===== src/hdl/twi_defines.svh =====
// ----------------------------------------------------------
// two-wire controller constants: register offsets,
// control bit positions and field widths
// ----------------------------------------------------------
`ifndef TWI_DEFINES_SVH
`define TWI_DEFINES_SVH

`define TWI_DATA_W        32  // host bus width
`define TWI_CTRL_ADDR     0   // control/status word offset
`define TWI_RTX_ADDR      4   // rx/tx data word offset

// control register bits
`define TWI_CTRL_EN       0   // r/w enable
`define TWI_CTRL_START    1   // -/w issue start
`define TWI_CTRL_STOP     2   // -/w issue stop
`define TWI_CTRL_MACK     3   // r/w controller ack
`define TWI_CTRL_CSEN     4   // r/w clock stretch enable
`define TWI_CTRL_PRSC_LSB 5   // prescaler select field
`define TWI_CTRL_CDIV_LSB 8   // divider field
`define TWI_CTRL_CLAIMED  29  // r/- bus claimed
`define TWI_CTRL_ACK      30  // r/- ack received
`define TWI_CTRL_BUSY     31  // r/- engine busy

`define TWI_PRSC_W        3
`define TWI_CDIV_W        4
`define TWI_TAPS_W        8   // prescaler tap vector
`define TWI_FRAME_BITS    9   // 8 data + 1 ack

`endif


===== src/hdl/twi_pkg.sv =====
// ----------------------------------------------------------
// shared types: control fields, command pulses, status,
// phase strobes and engine state encoding
// ----------------------------------------------------------
`include "twi_defines.svh"

package twi_pkg;

    // control fields held by the register block
    typedef struct packed {
        logic                   enable;  // module on
        logic                   mack;    // controller drives ack bit
        logic                   csen;    // allow clock stretching
        logic [`TWI_PRSC_W-1:0] prsc;    // prescaler tap select
        logic [`TWI_CDIV_W-1:0] cdiv;    // tick divider
    } twi_ctrl_t;

    // one-cycle command pulses from a bus write
    typedef struct packed {
        logic       start;    // start condition request
        logic       stop;     // stop condition request
        logic       tx;       // byte transfer request
        logic [7:0] tx_byte;  // byte to shift out
    } twi_cmd_t;

    // engine status seen by the register block
    typedef struct packed {
        logic       busy;     // running or pending
        logic       claimed;  // bus in use
        logic       ack;      // ack bit of last frame
        logic [7:0] rx_byte;  // last byte shifted in
    } twi_status_t;

    // phase strobes, one cycle each
    typedef struct packed {
        logic p3;
        logic p2;
        logic p1;
        logic p0;
    } twi_phase_t;

    typedef enum logic [1:0] {
        IDLE  = 2'b00,
        START = 2'b01,
        STOP  = 2'b10,
        RTX   = 2'b11
    } twi_state_e;

endpackage


===== src/hdl/twi_regs.sv =====
// ----------------------------------------------------------
// host bus decode, control register, command pulses
// and read-back mux
// ----------------------------------------------------------
`timescale 1ns/10ps
`include "twi_defines.svh"

module twi_regs (
    input  logic                    clk_i,
    input  logic                    rstn_i,
    input  logic [`TWI_DATA_W-1:0]  bus_addr_i,
    input  logic                    bus_rden_i,
    input  logic                    bus_wren_i,
    input  logic [`TWI_DATA_W-1:0]  bus_wdata_i,
    input  twi_pkg::twi_status_t    status_i,
    output logic [`TWI_DATA_W-1:0]  bus_rdata_o,
    output logic                    bus_ack_o,
    output twi_pkg::twi_ctrl_t      ctrl_o,
    output twi_pkg::twi_cmd_t       cmd_o,
    output logic                    clkgen_en_o
);

    logic [2:0]             word_off;  // byte offset of the word
    logic                   sel_ctrl;  // control register hit
    logic                   sel_rtx;   // data register hit
    logic [`TWI_DATA_W-1:0] rd_ctrl;   // control read-back word

    // ------------------------------------------------------
    // decode, only address bit 2 matters
    // ------------------------------------------------------
    assign word_off = {bus_addr_i[2], 2'b00};
    assign sel_ctrl = (word_off == 3'(`TWI_CTRL_ADDR));
    assign sel_rtx  = (word_off == 3'(`TWI_RTX_ADDR));

    // ------------------------------------------------------
    // control register and command pulses
    // ------------------------------------------------------
    always_ff @(posedge clk_i or negedge rstn_i) begin
        if (!rstn_i) begin
            ctrl_o <= '0;
            cmd_o  <= '0;
        end else begin
            cmd_o.start <= bus_wren_i & sel_ctrl & bus_wdata_i[`TWI_CTRL_START];
            cmd_o.stop  <= bus_wren_i & sel_ctrl & bus_wdata_i[`TWI_CTRL_STOP];
            cmd_o.tx    <= bus_wren_i & sel_rtx;  // any data write sends a frame
            if (bus_wren_i && sel_rtx) begin
                cmd_o.tx_byte <= bus_wdata_i[7:0];
            end
            if (bus_wren_i && sel_ctrl) begin
                ctrl_o.enable <= bus_wdata_i[`TWI_CTRL_EN];
                ctrl_o.mack   <= bus_wdata_i[`TWI_CTRL_MACK];
                ctrl_o.csen   <= bus_wdata_i[`TWI_CTRL_CSEN];
                ctrl_o.prsc   <= bus_wdata_i[`TWI_CTRL_PRSC_LSB +: `TWI_PRSC_W];
                ctrl_o.cdiv   <= bus_wdata_i[`TWI_CTRL_CDIV_LSB +: `TWI_CDIV_W];
            end
        end
    end

    assign clkgen_en_o = ctrl_o.enable;  // prescaler runs only when on

    // ------------------------------------------------------
    // read-back
    // ------------------------------------------------------
    always_comb begin
        rd_ctrl                                         = '0;
        rd_ctrl[`TWI_CTRL_EN]                           = ctrl_o.enable;
        rd_ctrl[`TWI_CTRL_MACK]                         = ctrl_o.mack;
        rd_ctrl[`TWI_CTRL_CSEN]                         = ctrl_o.csen;
        rd_ctrl[`TWI_CTRL_PRSC_LSB +: `TWI_PRSC_W]      = ctrl_o.prsc;
        rd_ctrl[`TWI_CTRL_CDIV_LSB +: `TWI_CDIV_W]      = ctrl_o.cdiv;
        rd_ctrl[`TWI_CTRL_CLAIMED]                      = status_i.claimed;
        rd_ctrl[`TWI_CTRL_ACK]                          = status_i.ack;
        rd_ctrl[`TWI_CTRL_BUSY]                         = status_i.busy;
    end

    always_ff @(posedge clk_i or negedge rstn_i) begin
        if (!rstn_i) begin
            bus_ack_o   <= 1'b0;
            bus_rdata_o <= '0;
        end else begin
            bus_ack_o   <= bus_rden_i | bus_wren_i;  // no wait states
            bus_rdata_o <= '0;                       // zero outside a read
            if (bus_rden_i) begin
                bus_rdata_o <= sel_rtx ? `TWI_DATA_W'(status_i.rx_byte) : rd_ctrl;
            end
        end
    end

    // single-cycle request gives a single-cycle ack
    ack_one_cycle_a: assert property (@(posedge clk_i) disable iff (!rstn_i)
        ((bus_rden_i || bus_wren_i) ##1 !(bus_rden_i || bus_wren_i))
            |-> (bus_ack_o ##1 !bus_ack_o));

endmodule


===== src/hdl/twi_clk_gen.sv =====
// ----------------------------------------------------------
// bus clock tick from prescaler taps, four-phase strobes,
// clock stretch halt
// ----------------------------------------------------------
`timescale 1ns/10ps
`include "twi_defines.svh"

module twi_clk_gen (
    input  logic                   clk_i,
    input  logic                   rstn_i,
    input  twi_pkg::twi_ctrl_t     ctrl_i,
    input  logic [`TWI_TAPS_W-1:0] clkgen_i,
    input  logic                   active_i,    // engine running a command
    input  logic                   scl_rel_i,   // engine releases scl
    input  logic                   scl_sync_i,  // synchronized scl line
    output logic                   tick_o,
    output twi_pkg::twi_phase_t    phase_o
);

    import twi_pkg::*;

    logic [`TWI_CDIV_W-1:0] cnt;        // divider count
    logic [3:0]             phase_gen;  // one-hot phase
    logic [3:0]             phase_ff;   // phase one cycle back
    logic                   halt;       // peripheral stretching scl

    // ------------------------------------------------------
    // tick divider
    // ------------------------------------------------------
    always_ff @(posedge clk_i or negedge rstn_i) begin
        if (!rstn_i) begin
            cnt    <= '0;
            tick_o <= 1'b0;
        end else if (!ctrl_i.enable) begin
            cnt    <= '0;
            tick_o <= 1'b0;
        end else begin
            tick_o <= 1'b0;
            if (clkgen_i[ctrl_i.prsc]) begin  // selected tap high
                if (cnt == ctrl_i.cdiv) begin
                    cnt    <= '0;
                    tick_o <= 1'b1;
                end else begin
                    cnt <= cnt + 1'b1;
                end
            end
        end
    end

    // scl wanted high but still low on the wire
    assign halt = ctrl_i.csen & scl_rel_i & ~scl_sync_i;

    // ------------------------------------------------------
    // phase rotation
    // ------------------------------------------------------
    always_ff @(posedge clk_i or negedge rstn_i) begin
        if (!rstn_i) begin
            phase_gen <= 4'b0001;
            phase_ff  <= 4'b0001;
        end else begin
            phase_ff <= phase_gen;
            if (!active_i) begin
                phase_gen <= 4'b0001;  // next command starts at phase 0
            end else if (tick_o && !halt) begin
                phase_gen <= {phase_gen[2:0], phase_gen[3]};  // rotate left
            end
        end
    end

    // strobe on the falling edge of each phase bit
    assign phase_o = twi_phase_t'(phase_ff & ~phase_gen);

    phase_onehot_a: assert property (@(posedge clk_i) disable iff (!rstn_i)
        $onehot0(phase_o));

endmodule


===== src/hdl/twi_engine.sv =====
// ----------------------------------------------------------
// line synchronizers, start/stop/byte FSM, shift register,
// status and done interrupt
// ----------------------------------------------------------
`timescale 1ns/10ps
`include "twi_defines.svh"

module twi_engine (
    input  logic                 clk_i,
    input  logic                 rstn_i,
    input  twi_pkg::twi_ctrl_t   ctrl_i,
    input  twi_pkg::twi_cmd_t    cmd_i,
    input  logic                 tick_i,
    input  twi_pkg::twi_phase_t  phase_i,
    input  logic                 twi_sda_i,
    input  logic                 twi_scl_i,
    output twi_pkg::twi_status_t status_o,
    output logic                 active_o,
    output logic                 scl_rel_o,
    output logic                 scl_sync_o,
    output logic                 twi_sda_o,
    output logic                 twi_scl_o,
    output logic                 irq_o
);

    import twi_pkg::*;

    twi_state_e state;    // running operation
    twi_state_e pend;     // accepted, waits for a tick
    logic [1:0] sda_ff;   // sda synchronizer
    logic [1:0] scl_ff;   // scl synchronizer
    logic [8:0] sreg;     // data bits + ack bit
    logic [3:0] bitcnt;   // frame bits done
    logic       rtx_done; // frame finished
    logic       accept;   // free for a new command
    logic       busy;

    assign accept   = (state == IDLE) && (pend == IDLE);
    assign rtx_done = (bitcnt == 4'(`TWI_FRAME_BITS)) && phase_i.p0;
    assign busy     = (state != IDLE) || (pend != IDLE);

    // ------------------------------------------------------
    // FSM and line drivers
    // ------------------------------------------------------
    always_ff @(posedge clk_i or negedge rstn_i) begin
        if (!rstn_i) begin
            sda_ff    <= 2'b11;
            scl_ff    <= 2'b11;
            state     <= IDLE;
            pend      <= IDLE;
            bitcnt    <= '0;
            twi_sda_o <= 1'b1;
            twi_scl_o <= 1'b1;
            irq_o     <= 1'b0;
        end else begin
            sda_ff <= {sda_ff[0], twi_sda_i};
            scl_ff <= {scl_ff[0], twi_scl_i};
            irq_o  <= (state == RTX) && rtx_done;
            if (!ctrl_i.enable) begin  // offline, lines released
                state     <= IDLE;
                pend      <= IDLE;
                bitcnt    <= '0;
                twi_sda_o <= 1'b1;
                twi_scl_o <= 1'b1;
            end else begin
                case (state)
                    IDLE: begin
                        bitcnt <= '0;
                        if (accept) begin
                            if (cmd_i.start)     pend <= START;
                            else if (cmd_i.stop) pend <= STOP;
                            else if (cmd_i.tx)   pend <= RTX;
                        end
                        if ((pend != IDLE) && tick_i) begin  // launch on bus clock
                            state <= pend;
                            pend  <= IDLE;
                        end
                    end
                    START: begin  // sda falls while scl high
                        if (phase_i.p0)      twi_sda_o <= 1'b1;
                        else if (phase_i.p1) twi_sda_o <= 1'b0;
                        if (phase_i.p0) begin
                            twi_scl_o <= 1'b1;
                        end else if (phase_i.p3) begin
                            twi_scl_o <= 1'b0;
                            state     <= IDLE;
                        end
                    end
                    STOP: begin  // sda rises while scl high
                        if (phase_i.p0) begin
                            twi_sda_o <= 1'b0;
                        end else if (phase_i.p3) begin
                            twi_sda_o <= 1'b1;
                            state     <= IDLE;
                        end
                        if (phase_i.p0)      twi_scl_o <= 1'b0;
                        else if (phase_i.p1) twi_scl_o <= 1'b1;
                    end
                    RTX: begin
                        if (phase_i.p0 || phase_i.p3) twi_scl_o <= 1'b0;
                        else if (phase_i.p1)          twi_scl_o <= 1'b1;
                        if (rtx_done)        twi_sda_o <= 1'b0;  // hold bus claimed
                        else if (phase_i.p0) twi_sda_o <= sreg[8];  // msb first
                        if (phase_i.p3) bitcnt <= bitcnt + 4'd1;
                        if (rtx_done)   state  <= IDLE;
                    end
                    default: state <= IDLE;
                endcase
            end
        end
    end

    // ------------------------------------------------------
    // shift register
    // ------------------------------------------------------
    always_ff @(posedge clk_i) begin
        if (!ctrl_i.enable) begin
            sreg <= '0;
        end else if (accept && cmd_i.tx && !cmd_i.start && !cmd_i.stop) begin
            sreg <= {cmd_i.tx_byte, ~ctrl_i.mack};  // ninth bit released unless mack
        end else if ((state == RTX) && phase_i.p2) begin
            sreg <= {sreg[7:0], sda_ff[1]};  // sample sda
        end
    end

    // status and clock generator hooks
    assign status_o.busy    = busy;
    assign status_o.claimed = busy | (~sda_ff[1] & ~scl_ff[1]);
    assign status_o.ack     = ~sreg[0];
    assign status_o.rx_byte = sreg[8:1];
    assign active_o         = ctrl_i.enable && (state != IDLE);
    assign scl_rel_o        = twi_scl_o;
    assign scl_sync_o       = scl_ff[1];

    irq_in_rtx_a: assert property (@(posedge clk_i) disable iff (!rstn_i)
        irq_o |-> $past(state == RTX));

endmodule


===== src/hdl/twi_top.sv =====
// ----------------------------------------------------------
// two-wire controller top: register block, clock
// generator and engine
// ----------------------------------------------------------
`timescale 1ns/10ps
`include "twi_defines.svh"

module twi_top (
    input  logic                   clk_i,
    input  logic                   rstn_i,
    input  logic [`TWI_DATA_W-1:0] bus_addr_i,
    input  logic                   bus_rden_i,
    input  logic                   bus_wren_i,
    input  logic [`TWI_DATA_W-1:0] bus_wdata_i,
    output logic [`TWI_DATA_W-1:0] bus_rdata_o,
    output logic                   bus_ack_o,
    output logic                   clkgen_en_o,
    input  logic [`TWI_TAPS_W-1:0] clkgen_i,
    input  logic                   twi_sda_i,
    output logic                   twi_sda_o,
    input  logic                   twi_scl_i,
    output logic                   twi_scl_o,
    output logic                   irq_o
);

    import twi_pkg::*;

    twi_ctrl_t   ctrl;      // control fields
    twi_cmd_t    cmd;       // command pulses
    twi_status_t status;    // engine status
    twi_phase_t  phase;     // phase strobes
    logic        tick;      // bus clock tick
    logic        active;    // engine running
    logic        scl_rel;   // scl released by engine
    logic        scl_sync;  // scl after synchronizer

    twi_regs twi_regs_i (
        .clk_i       (clk_i),
        .rstn_i      (rstn_i),
        .bus_addr_i  (bus_addr_i),
        .bus_rden_i  (bus_rden_i),
        .bus_wren_i  (bus_wren_i),
        .bus_wdata_i (bus_wdata_i),
        .status_i    (status),
        .bus_rdata_o (bus_rdata_o),
        .bus_ack_o   (bus_ack_o),
        .ctrl_o      (ctrl),
        .cmd_o       (cmd),
        .clkgen_en_o (clkgen_en_o)
    );

    twi_clk_gen twi_clk_gen_i (
        .clk_i      (clk_i),
        .rstn_i     (rstn_i),
        .ctrl_i     (ctrl),
        .clkgen_i   (clkgen_i),
        .active_i   (active),
        .scl_rel_i  (scl_rel),
        .scl_sync_i (scl_sync),
        .tick_o     (tick),
        .phase_o    (phase)
    );

    twi_engine twi_engine_i (
        .clk_i      (clk_i),
        .rstn_i     (rstn_i),
        .ctrl_i     (ctrl),
        .cmd_i      (cmd),
        .tick_i     (tick),
        .phase_i    (phase),
        .twi_sda_i  (twi_sda_i),
        .twi_scl_i  (twi_scl_i),
        .status_o   (status),
        .active_o   (active),
        .scl_rel_o  (scl_rel),
        .scl_sync_o (scl_sync),
        .twi_sda_o  (twi_sda_o),
        .twi_scl_o  (twi_scl_o),
        .irq_o      (irq_o)
    );

endmodule


===== config.mk =====
export PLATFORM = sky130hd
export DESIGN_NAME = twi_top
export DESIGN_NICKNAME = d
export VERILOG_FILES = /design/src/hdl/twi_pkg.sv /design/src/hdl/twi_regs.sv /design/src/hdl/twi_clk_gen.sv /design/src/hdl/twi_engine.sv /design/src/hdl/twi_top.sv
export VERILOG_INCLUDE_DIRS = /design/src /design/src/hdl
export SDC_FILE = /design/constraint.sdc
export NUM_CORES = 1
export LEC_CHECK = 0
export ABC_CLOCK_PERIOD_IN_PS = 1630
export BUFFER_PORTS_ARGS = -buffer_cell sky130_fd_sc_hd__clkbuf_2
export CAP_MARGIN = 5
export CORE_UTILIZATION = 45
export CTS_CLUSTER_DIAMETER = 100
export DETAILED_ROUTE_END_ITERATION = 12
export GPL_TIMING_DRIVEN = 0
export MAX_ROUTING_LAYER = met4
export PLACE_DENSITY = 0.86
export SLEW_MARGIN = 20
export SYNTH_ARGS = -nofsm -noshare
export SYNTH_HDL_FRONTEND = slang
export SYNTH_SLANG_ARGS = --single-unit

===== constraint.sdc =====
create_clock -name clk_i -period 1.63 [get_ports clk_i]
set_input_delay 0.2445 -clock clk_i [delete_from_list [all_inputs] [get_ports clk_i]]
set_output_delay 0.2445 -clock clk_i [all_outputs]
set_load 0.01 [all_outputs]

==> results of run 1 <==
==> sequential cells by signal, indices dropped and copies added, names as in the netlist, 2 cells and up <==
| signal | count |
|---|---|
| twi_engine_i.sda_ff | 2 |
| twi_clk_gen_i.cnt | 4 |
| twi_clk_gen_i.phase_ff | 4 |
| twi_engine_i.state | 2 |
| twi_regs_i.bus_rdata_o | 15 |
| twi_engine_i.pend | 2 |
| twi_regs_i.cmd_o | 11 |
| twi_engine_i.bitcnt | 4 |
| twi_engine_i.sreg | 9 |
| twi_engine_i.scl_ff | 2 |
| twi_clk_gen_i.phase_gen | 4 |
| twi_regs_i.ctrl_o | 9 |
==> power by group through the flow <==
stage | combinational, W | clock (W) | sequential, W
2_1_floorplan | 0.000345 | 0 | 0.00209
3_3_place_gp | 0.000497 | 0 | 0.00210
3_5_place_dp | 0.000524 | 0 | 0.00211
4_1_cts | 0.000582 | 0.00167 | 0.00208
5_1_grt | 0.000667 | 0.00174 | 0.00210
6_report | 0.000611 | 0.00165 | 0.00208
==> synthesized netlist by cell type (2+ instances only) <==
| cell type | count |
|---|---|
| a211oi_1 | 8 |
| a21oi_1 | 6 |
| a22oi_1 | 2 |
| a31oi_1 | 2 |
| and2_1 | 8 |
| and3_1 | 2 |
| buf_4 | 18 |
| clkbuf_1 | 8 |
| dfrtp_1 | 57 |
| dfstp_2 | 8 |
| dfxtp_1 | 9 |
| ha_1 | 8 |
| inv_1 | 6 |
| mux2_1 | 19 |
| mux2i_1 | 19 |
| mux4_1 | 2 |
| nand2_1 | 13 |
| nand2b_1 | 8 |
| nand3_1 | 5 |
| nand3b_1 | 7 |
| nor2_1 | 23 |
| nor2b_1 | 10 |
| nor3_1 | 2 |
| nor4_1 | 3 |
| o21a_1 | 5 |
| o21ai_0 | 4 |
| o21ai_1 | 7 |
| or2_2 | 2 |
| xnor2_1 | 6 |
==> cells by family after synthesis <==
family | after synthesis | synth area share
AO/OA/AOI/OAI | 44 | 0.0866
buffers and inverters | 34 | 0.0574
other | 1 | 0.00110
adder cells (fa/ha/maj) | 8 | 0.0292
XOR/XNOR | 6 | 0.0153
flip-flops | 74 | 0.531
multiplexers | 41 | 0.138
AND/OR/NAND/NOR | 89 | 0.142
==> per-layer routing <==
| metal | global-route usage | wire (um) | vias to the layer above |
|---|---|---|---|
| met5 | - | 0 | - |
| met4 | 0.105 | 169 | 0 |
| met3 | 0.0351 | 312 | 18 |
| met2 | 0.308 | 3710 | 76 |
| met1 | 0.238 | 3150 | 1217 |
| li1 | - | - | 1188 |
==> final cells by class <==
type	instances	share of cell area
inverter	7	0.00608
timing repair buffer	62	0.0889
tap	99	0.0287
clock buffer	10	0.0318
buffer	25	0.0408
multi-input combinational	206	0.361
sequential	74	0.421
clock inverter	6	0.0220
==> worst register-to-register path, cell delays in order (launching register included) <==
cell	delay [ns]
dfrtp_1	0.43
inv_2	0.12
ha_4	0.15
buf_4	0.13
inv_1	0.09
nor4_1	0.31
o21ai_0	0.17
a21oi_1	0.17
==> timing repair <==
item | in CTS | in global routing
cloned | 2 | 0
pin swaps | 5 | 1
setup buffers | 8 | 3
endpoints found under the setup margin | 16 | 18
hold endpoints to repair | 17 | 0
hold buffers | 3 | 0
resized for setup | 15 | 13
==> through the flow <==
step / setup TNS (ns) / instance area [um^2]
detailed placement: -3.03 / 3890
global route: -0.613 / 4320
global placement: -3.66 / 3870
floorplan: 0 / 3510
finish: -0.0273 / 4320
CTS: -0.103 / 4260
==> worst paths after layout <==
check                                            start                        end  slack, ns  cells after the start
worst min-delay path                        bus_wren_i       twi_regs_i.bus_ack_o       0.09                      2
max in group asynchronous                       rstn_i       twi_regs_i.ctrl_o[4]       0.76                      3
worst max-delay path             twi_engine_i.state[0]       twi_engine_i.pend[1]      -0.01                      7
min in group asynchronous                       rstn_i  twi_regs_i.bus_rdata_o[3]       0.34                      2
worst min register to register  twi_engine_i.scl_ff[0]     twi_engine_i.scl_ff[1]       0.36                      0
worst max register to register   twi_engine_i.state[0]       twi_engine_i.pend[1]      -0.01                      7
==> flow_summary.json, run 1 <==
{
  "syn_avg_cell_area_um2": 11.5,
  "vias": 2499,
  "drive_above_1_share": 0.344,
  "fin_crit_ns": 1.64,
  "final_cell_mix": "55 x dfrtp_1, 46 x clkbuf_2, 27 x buf_4",
  "numCtsBuffers": 9,
  "drtAntennaViolNets": 0,
  "ys.flop_type": "dfrtp_1",
  "wl_per_cell_um": 15.0,
  "clock-sinks": 74,
  "cp.buffers_inverters": 3,
  "die_y_um": 89.2,
  "worst_ep_required_time_ns": 1.91,
  "fmax_mhz": 608,
  "syn_inst": 297,
  "gp_congestion": 0.824,
  "cp-end-kind": "flip-flop",
  "grt_max_degree": 43,
  "slowest_delay_ns": 0.43,
  "fin_hold_ws_ns": 0.0892,
  "crit_family": "flip-flops",
  "cp_cell_sequence": "inv_2 > ha_4 > buf_4 > inv_1 > nor4_1 > o21ai_0 > a21oi_1",
  "tightest_slew_ns": 0.655,
  "syn_area_um2": 3420,
  "grt_antenna_before_repair": 0,
  "min_period_over_period": 1.01,
  "viasPerCell": 5.11,
  "num_io_pins": 115,
  "start_util": 0.470,
  "drc": 0,
  "critPathSlowestCell": "dfrtp_1",
  "slew-limit-headroom": 0.563,
  "p_sw_frac": 0.264,
  "finalCoreUtilization": 0.593,
  "cellInternalPower_w": 0.00320,
  "first_global_vias": 2330,
  "hold_violations": 0,
  "holdCritPathClass": "input pin to flip-flop",
  "start_kind": "flip-flop",
  "p_seq_frac": 0.479,
  "cts_root_buf": "clkbuf_8",
  "worstPathArrival_ns": 1.93,
  "yosysUniqueCellTypes": 49,
  "final_common_cell": "dfrtp_1",
  "violations": "setup timing",
  "synth_edf_count": 0,
  "worst_slack_ns": -0.0141,
  "max-clock-path-buffers": 2,
  "clkLatencyLatePin_ns": 0.37,
  "yosys.area.top_type": "dfrtp_1",
  "pwr-share-comb": 0.141,
  "status": "finished with violations",
  "cellLeakagePower_nw": 2.05,
  "h-tree-depth": 3,
  "path_clk_slew_ns": 0.09,
  "gr-total-overflow": 0,
  "layoutNonFillerInstCount": 489,
  "placed_cells": 459,
  "yosysTopAreaCellShare": 0.417,
  "synth_seq_area_share": 0.531,
  "slew_viol_final": 0,
  "hpwl_um": 4740,
  "num_antenna_cells": 0,
  "fillers": 580,
  "core_um2": 7290,
  "async_reset_ff_frac": 0.878,
  "pre_cts_ws_ns": -0.320,
  "grt_pass1_wl_um": 11000,
  "final_nets": 471,
  "path_max_fanout": 5,
  "ys_top_cells_by_area": "dfrtp_1 42%, mux2_1 6.2%, dfstp_2 6.1%",
  "power.density_nw_per_um2": 1010,
  "num_rows": 31,
  "areaGrowthSynthToFinish_pct": 26.2,
  "cap_viol_max_count": 0,
  "rsz0062_at_grt": "yes",
  "yosys_warnings": 0,
  "power_w": 0.00435,
  "cts_tree": "built",
  "wirelength_um": 7340,
  "p_clk_frac": 0.380,
  "dieArea_um2": 7960,
  "drt_iter0_drc": 146,
  "setup_violations": 3,
  "critPathKind": "flip-flop to flip-flop",
  "power.switching_w": 0.00115,
  "gr-usage-all-layers": 0.195,
  "finClkSkew_ns": 0.0160,
  "peakVddDrop_mv": 0.788,
  "multi_input_area_um2": 1560,
  "first_pass_iters": 4,
  "seqCellArea_um2": 1820,
  "ys_ff_latch": 74,
  "port_buffers": 46,
  "die_w_um": 89.2
}
No activity file was read; power rests on OpenSTA's default activity.
==> inputs of run 2 (changes only) <==
--- a/config.mk
+++ b/config.mk
@@ -6,15 +6,16 @@
 export SDC_FILE = /design/constraint.sdc
 export NUM_CORES = 1
 export LEC_CHECK = 0
+export ABC_AREA = 1
 export ABC_CLOCK_PERIOD_IN_PS = 1630
 export BUFFER_PORTS_ARGS = -buffer_cell sky130_fd_sc_hd__clkbuf_2
 export CAP_MARGIN = 5
-export CORE_UTILIZATION = 45
+export CORE_UTILIZATION = 46
 export CTS_CLUSTER_DIAMETER = 100
 export DETAILED_ROUTE_END_ITERATION = 12
 export GPL_TIMING_DRIVEN = 0
 export MAX_ROUTING_LAYER = met4
-export PLACE_DENSITY = 0.86
+export PLACE_DENSITY = 0.88
 export SLEW_MARGIN = 20
 export SYNTH_ARGS = -nofsm -noshare
 export SYNTH_HDL_FRONTEND = slang
==> run 2 against run 1 <==
Combinational power increased by 88%. Synthesized area increased by 1.8%. The flow now finishes without violations. Critical path depth unchanged.
==> flow_summary.json, run 2 <==
{
  "cp_cell_sequence": "inv_2 > ha_1 > inv_2 > nor2_4 > nand2_4 > o21ai_0 > a31oi_1",
  "critPathSlowestCell": "dfrtp_1",
  "wirelength_um": 7830,
  "r2r-start": "twi_engine_i.state[1]",
  "die_w_um": 89.0,
  "max-clock-path-buffers": 2,
  "areaGrowthSynthToFinish_pct": 21.0,
  "final_cell_mix": "104 x nand2_1, 57 x dfrtp_1, 54 x inv_1",
  "viasPerCell": 4.93,
  "busiest_layer": "met2",
  "largest_register_ff_count": 15,
  "cellLeakagePower_nw": 2.22,
  "peakVddDrop_mv": 0.465,
  "rr_worst_depth": 7,
  "worstPathArrival_ns": 1.75,
  "drt_iter0_drc": 221,
  "slowest_delay_ns": 0.43,
  "syn_area_um2": 3480,
  "numCtsBuffers": 9,
  "die_y_um": 89.0,
  "fin_crit_ns": 1.51,
  "drtAntennaViolNets": 0,
  "async_reset_ff_frac": 0.878,
  "cap_viol_max_count": 0,
  "fmax_mhz": 664,
  "worst_slack_ns": 0.123,
  "path_clk_slew_ns": 0.08,
  "path_max_fanout": 8,
  "first_global_vias": 2802,
  "grt_max_degree": 48,
  "gp_congestion": 0.906,
  "num_io_pins": 115,
  "start_kind": "flip-flop",
  "first_pass_iters": 5,
  "num_rows": 31,
  "yosys.area.top_type": "dfrtp_1",
  "final_nets": 587,
  "drive_above_1_share": 0.239,
  "gr-usage-met1": 0.256,
  "power.density_nw_per_um2": 1150,
  "ys.flop_type": "dfrtp_1",
  "grtUsageMet3": 0.0619,
  "syn_inst": 420,
  "synth_seq_area_share": 0.521,
  "crit_top_cell": "inv_2",
  "yosysTopAreaCellShare": 0.409,
  "critPathKind": "flip-flop to flip-flop",
  "status": "finished clean",
  "r2r_setup_slack_ns": 0.12,
  "grt_pass1_wl_um": 12700,
  "hold_violations": 0,
  "critPathLaunch": "twi_engine_i.state[1]",
  "reg_top3": "twi_regs_i.bus_rdata_o: 15 flops, twi_regs_i.cmd_o: 11 flops",
  "cts_root_buf": "clkbuf_8",
  "rsz0062_at_grt": "no",
  "pre_cts_ws_ns": -0.000136,
  "holdCritPathClass": "input pin to flip-flop",
  "rr_endpoint": "twi_engine_i.sreg[1]",
  "vias": 2982,
  "yosys_warnings": 0,
  "clkLatencyLatePin_ns": 0.36,
  "dieArea_um2": 7930,
  "start_util": 0.478,
  "grt_util_met2": 0.368,
  "port_buffers": 46,
  "gr-total-overflow": 0,
  "largest_register": "twi_regs_i.bus_rdata_o",
  "slew_viol_final": 0,
  "tns_ns": 0,
  "synth_edf_count": 0,
  "wl_per_cell_um": 12.9,
  "final_common_cell": "nand2_1",
  "ys_ff_latch": 74,
  "setup_violations": 0,
  "synthTopCellsByCount": "105 x nand2_1, 57 x dfrtp_1, 57 x inv_1",
  "core_um2": 7290,
  "clock-sinks": 74,
  "yosysUniqueCellTypes": 32,
  "syn_avg_cell_area_um2": 8.30,
  "min_period_over_period": 0.924,
  "worst_ep_required_time_ns": 1.87,
  "hpwl_um": 5530,
  "grt_antenna_before_repair": 0,
  "num_antenna_cells": 0,
  "finClkSkew_ns": 0.0136,
  "cts_tree": "built",
  "gr-usage-all-layers": 0.225,
  "cp-end-kind": "flip-flop",
  "ys_top_cells_by_area": "dfrtp_1 41%, nand2_1 11%, inv_1 6.1%",
  "yosysMostFrequentCell": "nand2_1",
  "h-tree-depth": 3,
  "crit_end": "twi_engine_i.sreg[1]",
  "drc": 0,
  "fillers": 648
}
[run 2: changes by cell type after synthesis, sizes merged, moves of 7 or more]
cell	before	now
a211oi	8	0
a21oi	7	14
and2	8	0
inv	7	61
mux2	20	0
mux2i	19	0
nand2	13	112
nand2b	9	0
nand3	5	23
nor2	23	36
nor2b	10	0
o21ai	11	37
[run 2: cell families after synthesis]
logic type,Yosys count,share of synthesized area
other,1,0.00108
adder cells (fa/ha/maj),8,0.0287
XOR/XNOR,1,0.00251
flip-flops,74,0.521
AO/OA/AOI/OAI,65,0.102
buffers and inverters,87,0.120
AND/OR/NAND/NOR,184,0.225
[run 2: through the flow]
step	area, um^2	power, W	util	hold WS [ns]	instances
after global placement	3900	0.00320	0.535	0.338	581
after floorplan	3540	0.00294	-	-0.0511	436
after detailed placement	3930	0.00327	0.539	0.169	582
after CTS	4180	0.00479	0.574	0.0861	602
final	4220	0.00487	0.578	0.0909	605
after global routing	4220	0.00516	0.578	0.106	605
[run 2: final cells by class]
| cell class | instances | area [um^2] | area share |
|---|---|---|---|
| clock inverter | 6 | 71.3 | 0.0169 |
| tap | 99 | 124 | 0.0294 |
| clock buffer | 10 | 138 | 0.0327 |
| sequential | 74 | 1820 | 0.431 |
| multi-input combinational | 275 | 1330 | 0.315 |
| inverter | 62 | 238 | 0.0564 |
| buffer | 25 | 180 | 0.0427 |
| timing repair buffer | 54 | 320 | 0.0760 |
[run 2: routing by layer]
metal	wire length [um]	vias to the layer above
met1	3080	1388
met3	464	30
met4	288	0
met5	0	-
li1	-	1450
met2	4000	114
[run 2: power by group]
group / total [W] / internal [W] / switching (W)
Combinational: 0.00115 / 0.000446 / 0.000703
Sequential: 0.00222 / 0.00207 / 0.000150
Clock: 0.00150 / 0.000764 / 0.000736
Total: 0.00487 / 0.00328 / 0.00159
[run 2: what timing repair did]
item                       4_1_cts  5_1_grt
gates resized for setup          2        6
gates cloned                     0        0
setup endpoints to repair        1       16
hold buffers                     3        0
hold endpoints to repair        18        0
buffers inserted                 1        3
pin swaps                        1        1
[run 2: worst min-delay path by stage]
stage / startpoint / to / slack, ns / cells after the start
finish: bus_wdata_i[2] / twi_regs_i.cmd_o[9] / 0.09 / 3
global route: bus_wren_i / twi_regs_i.bus_ack_o / 0.11 / 2
CTS: bus_wdata_i[2] / twi_regs_i.cmd_o[9] / 0.09 / 3
detailed placement: rstn_i / twi_engine_i.bitcnt[3] / 0.17 / 1
global placement: twi_scl_i / twi_engine_i.scl_ff[0] / 0.34 / 1
floorplan: rstn_i / twi_clk_gen_i.cnt[0] / -0.05 / 0
[run 2: critical path: cells and delay by family (launching register included)]
family	cells	cell delay [ns]
fa+ha+maj	1	0.18
flops	1	0.43
buf+inv	2	0.17
compound gates	2	0.35
simple gates	2	0.27
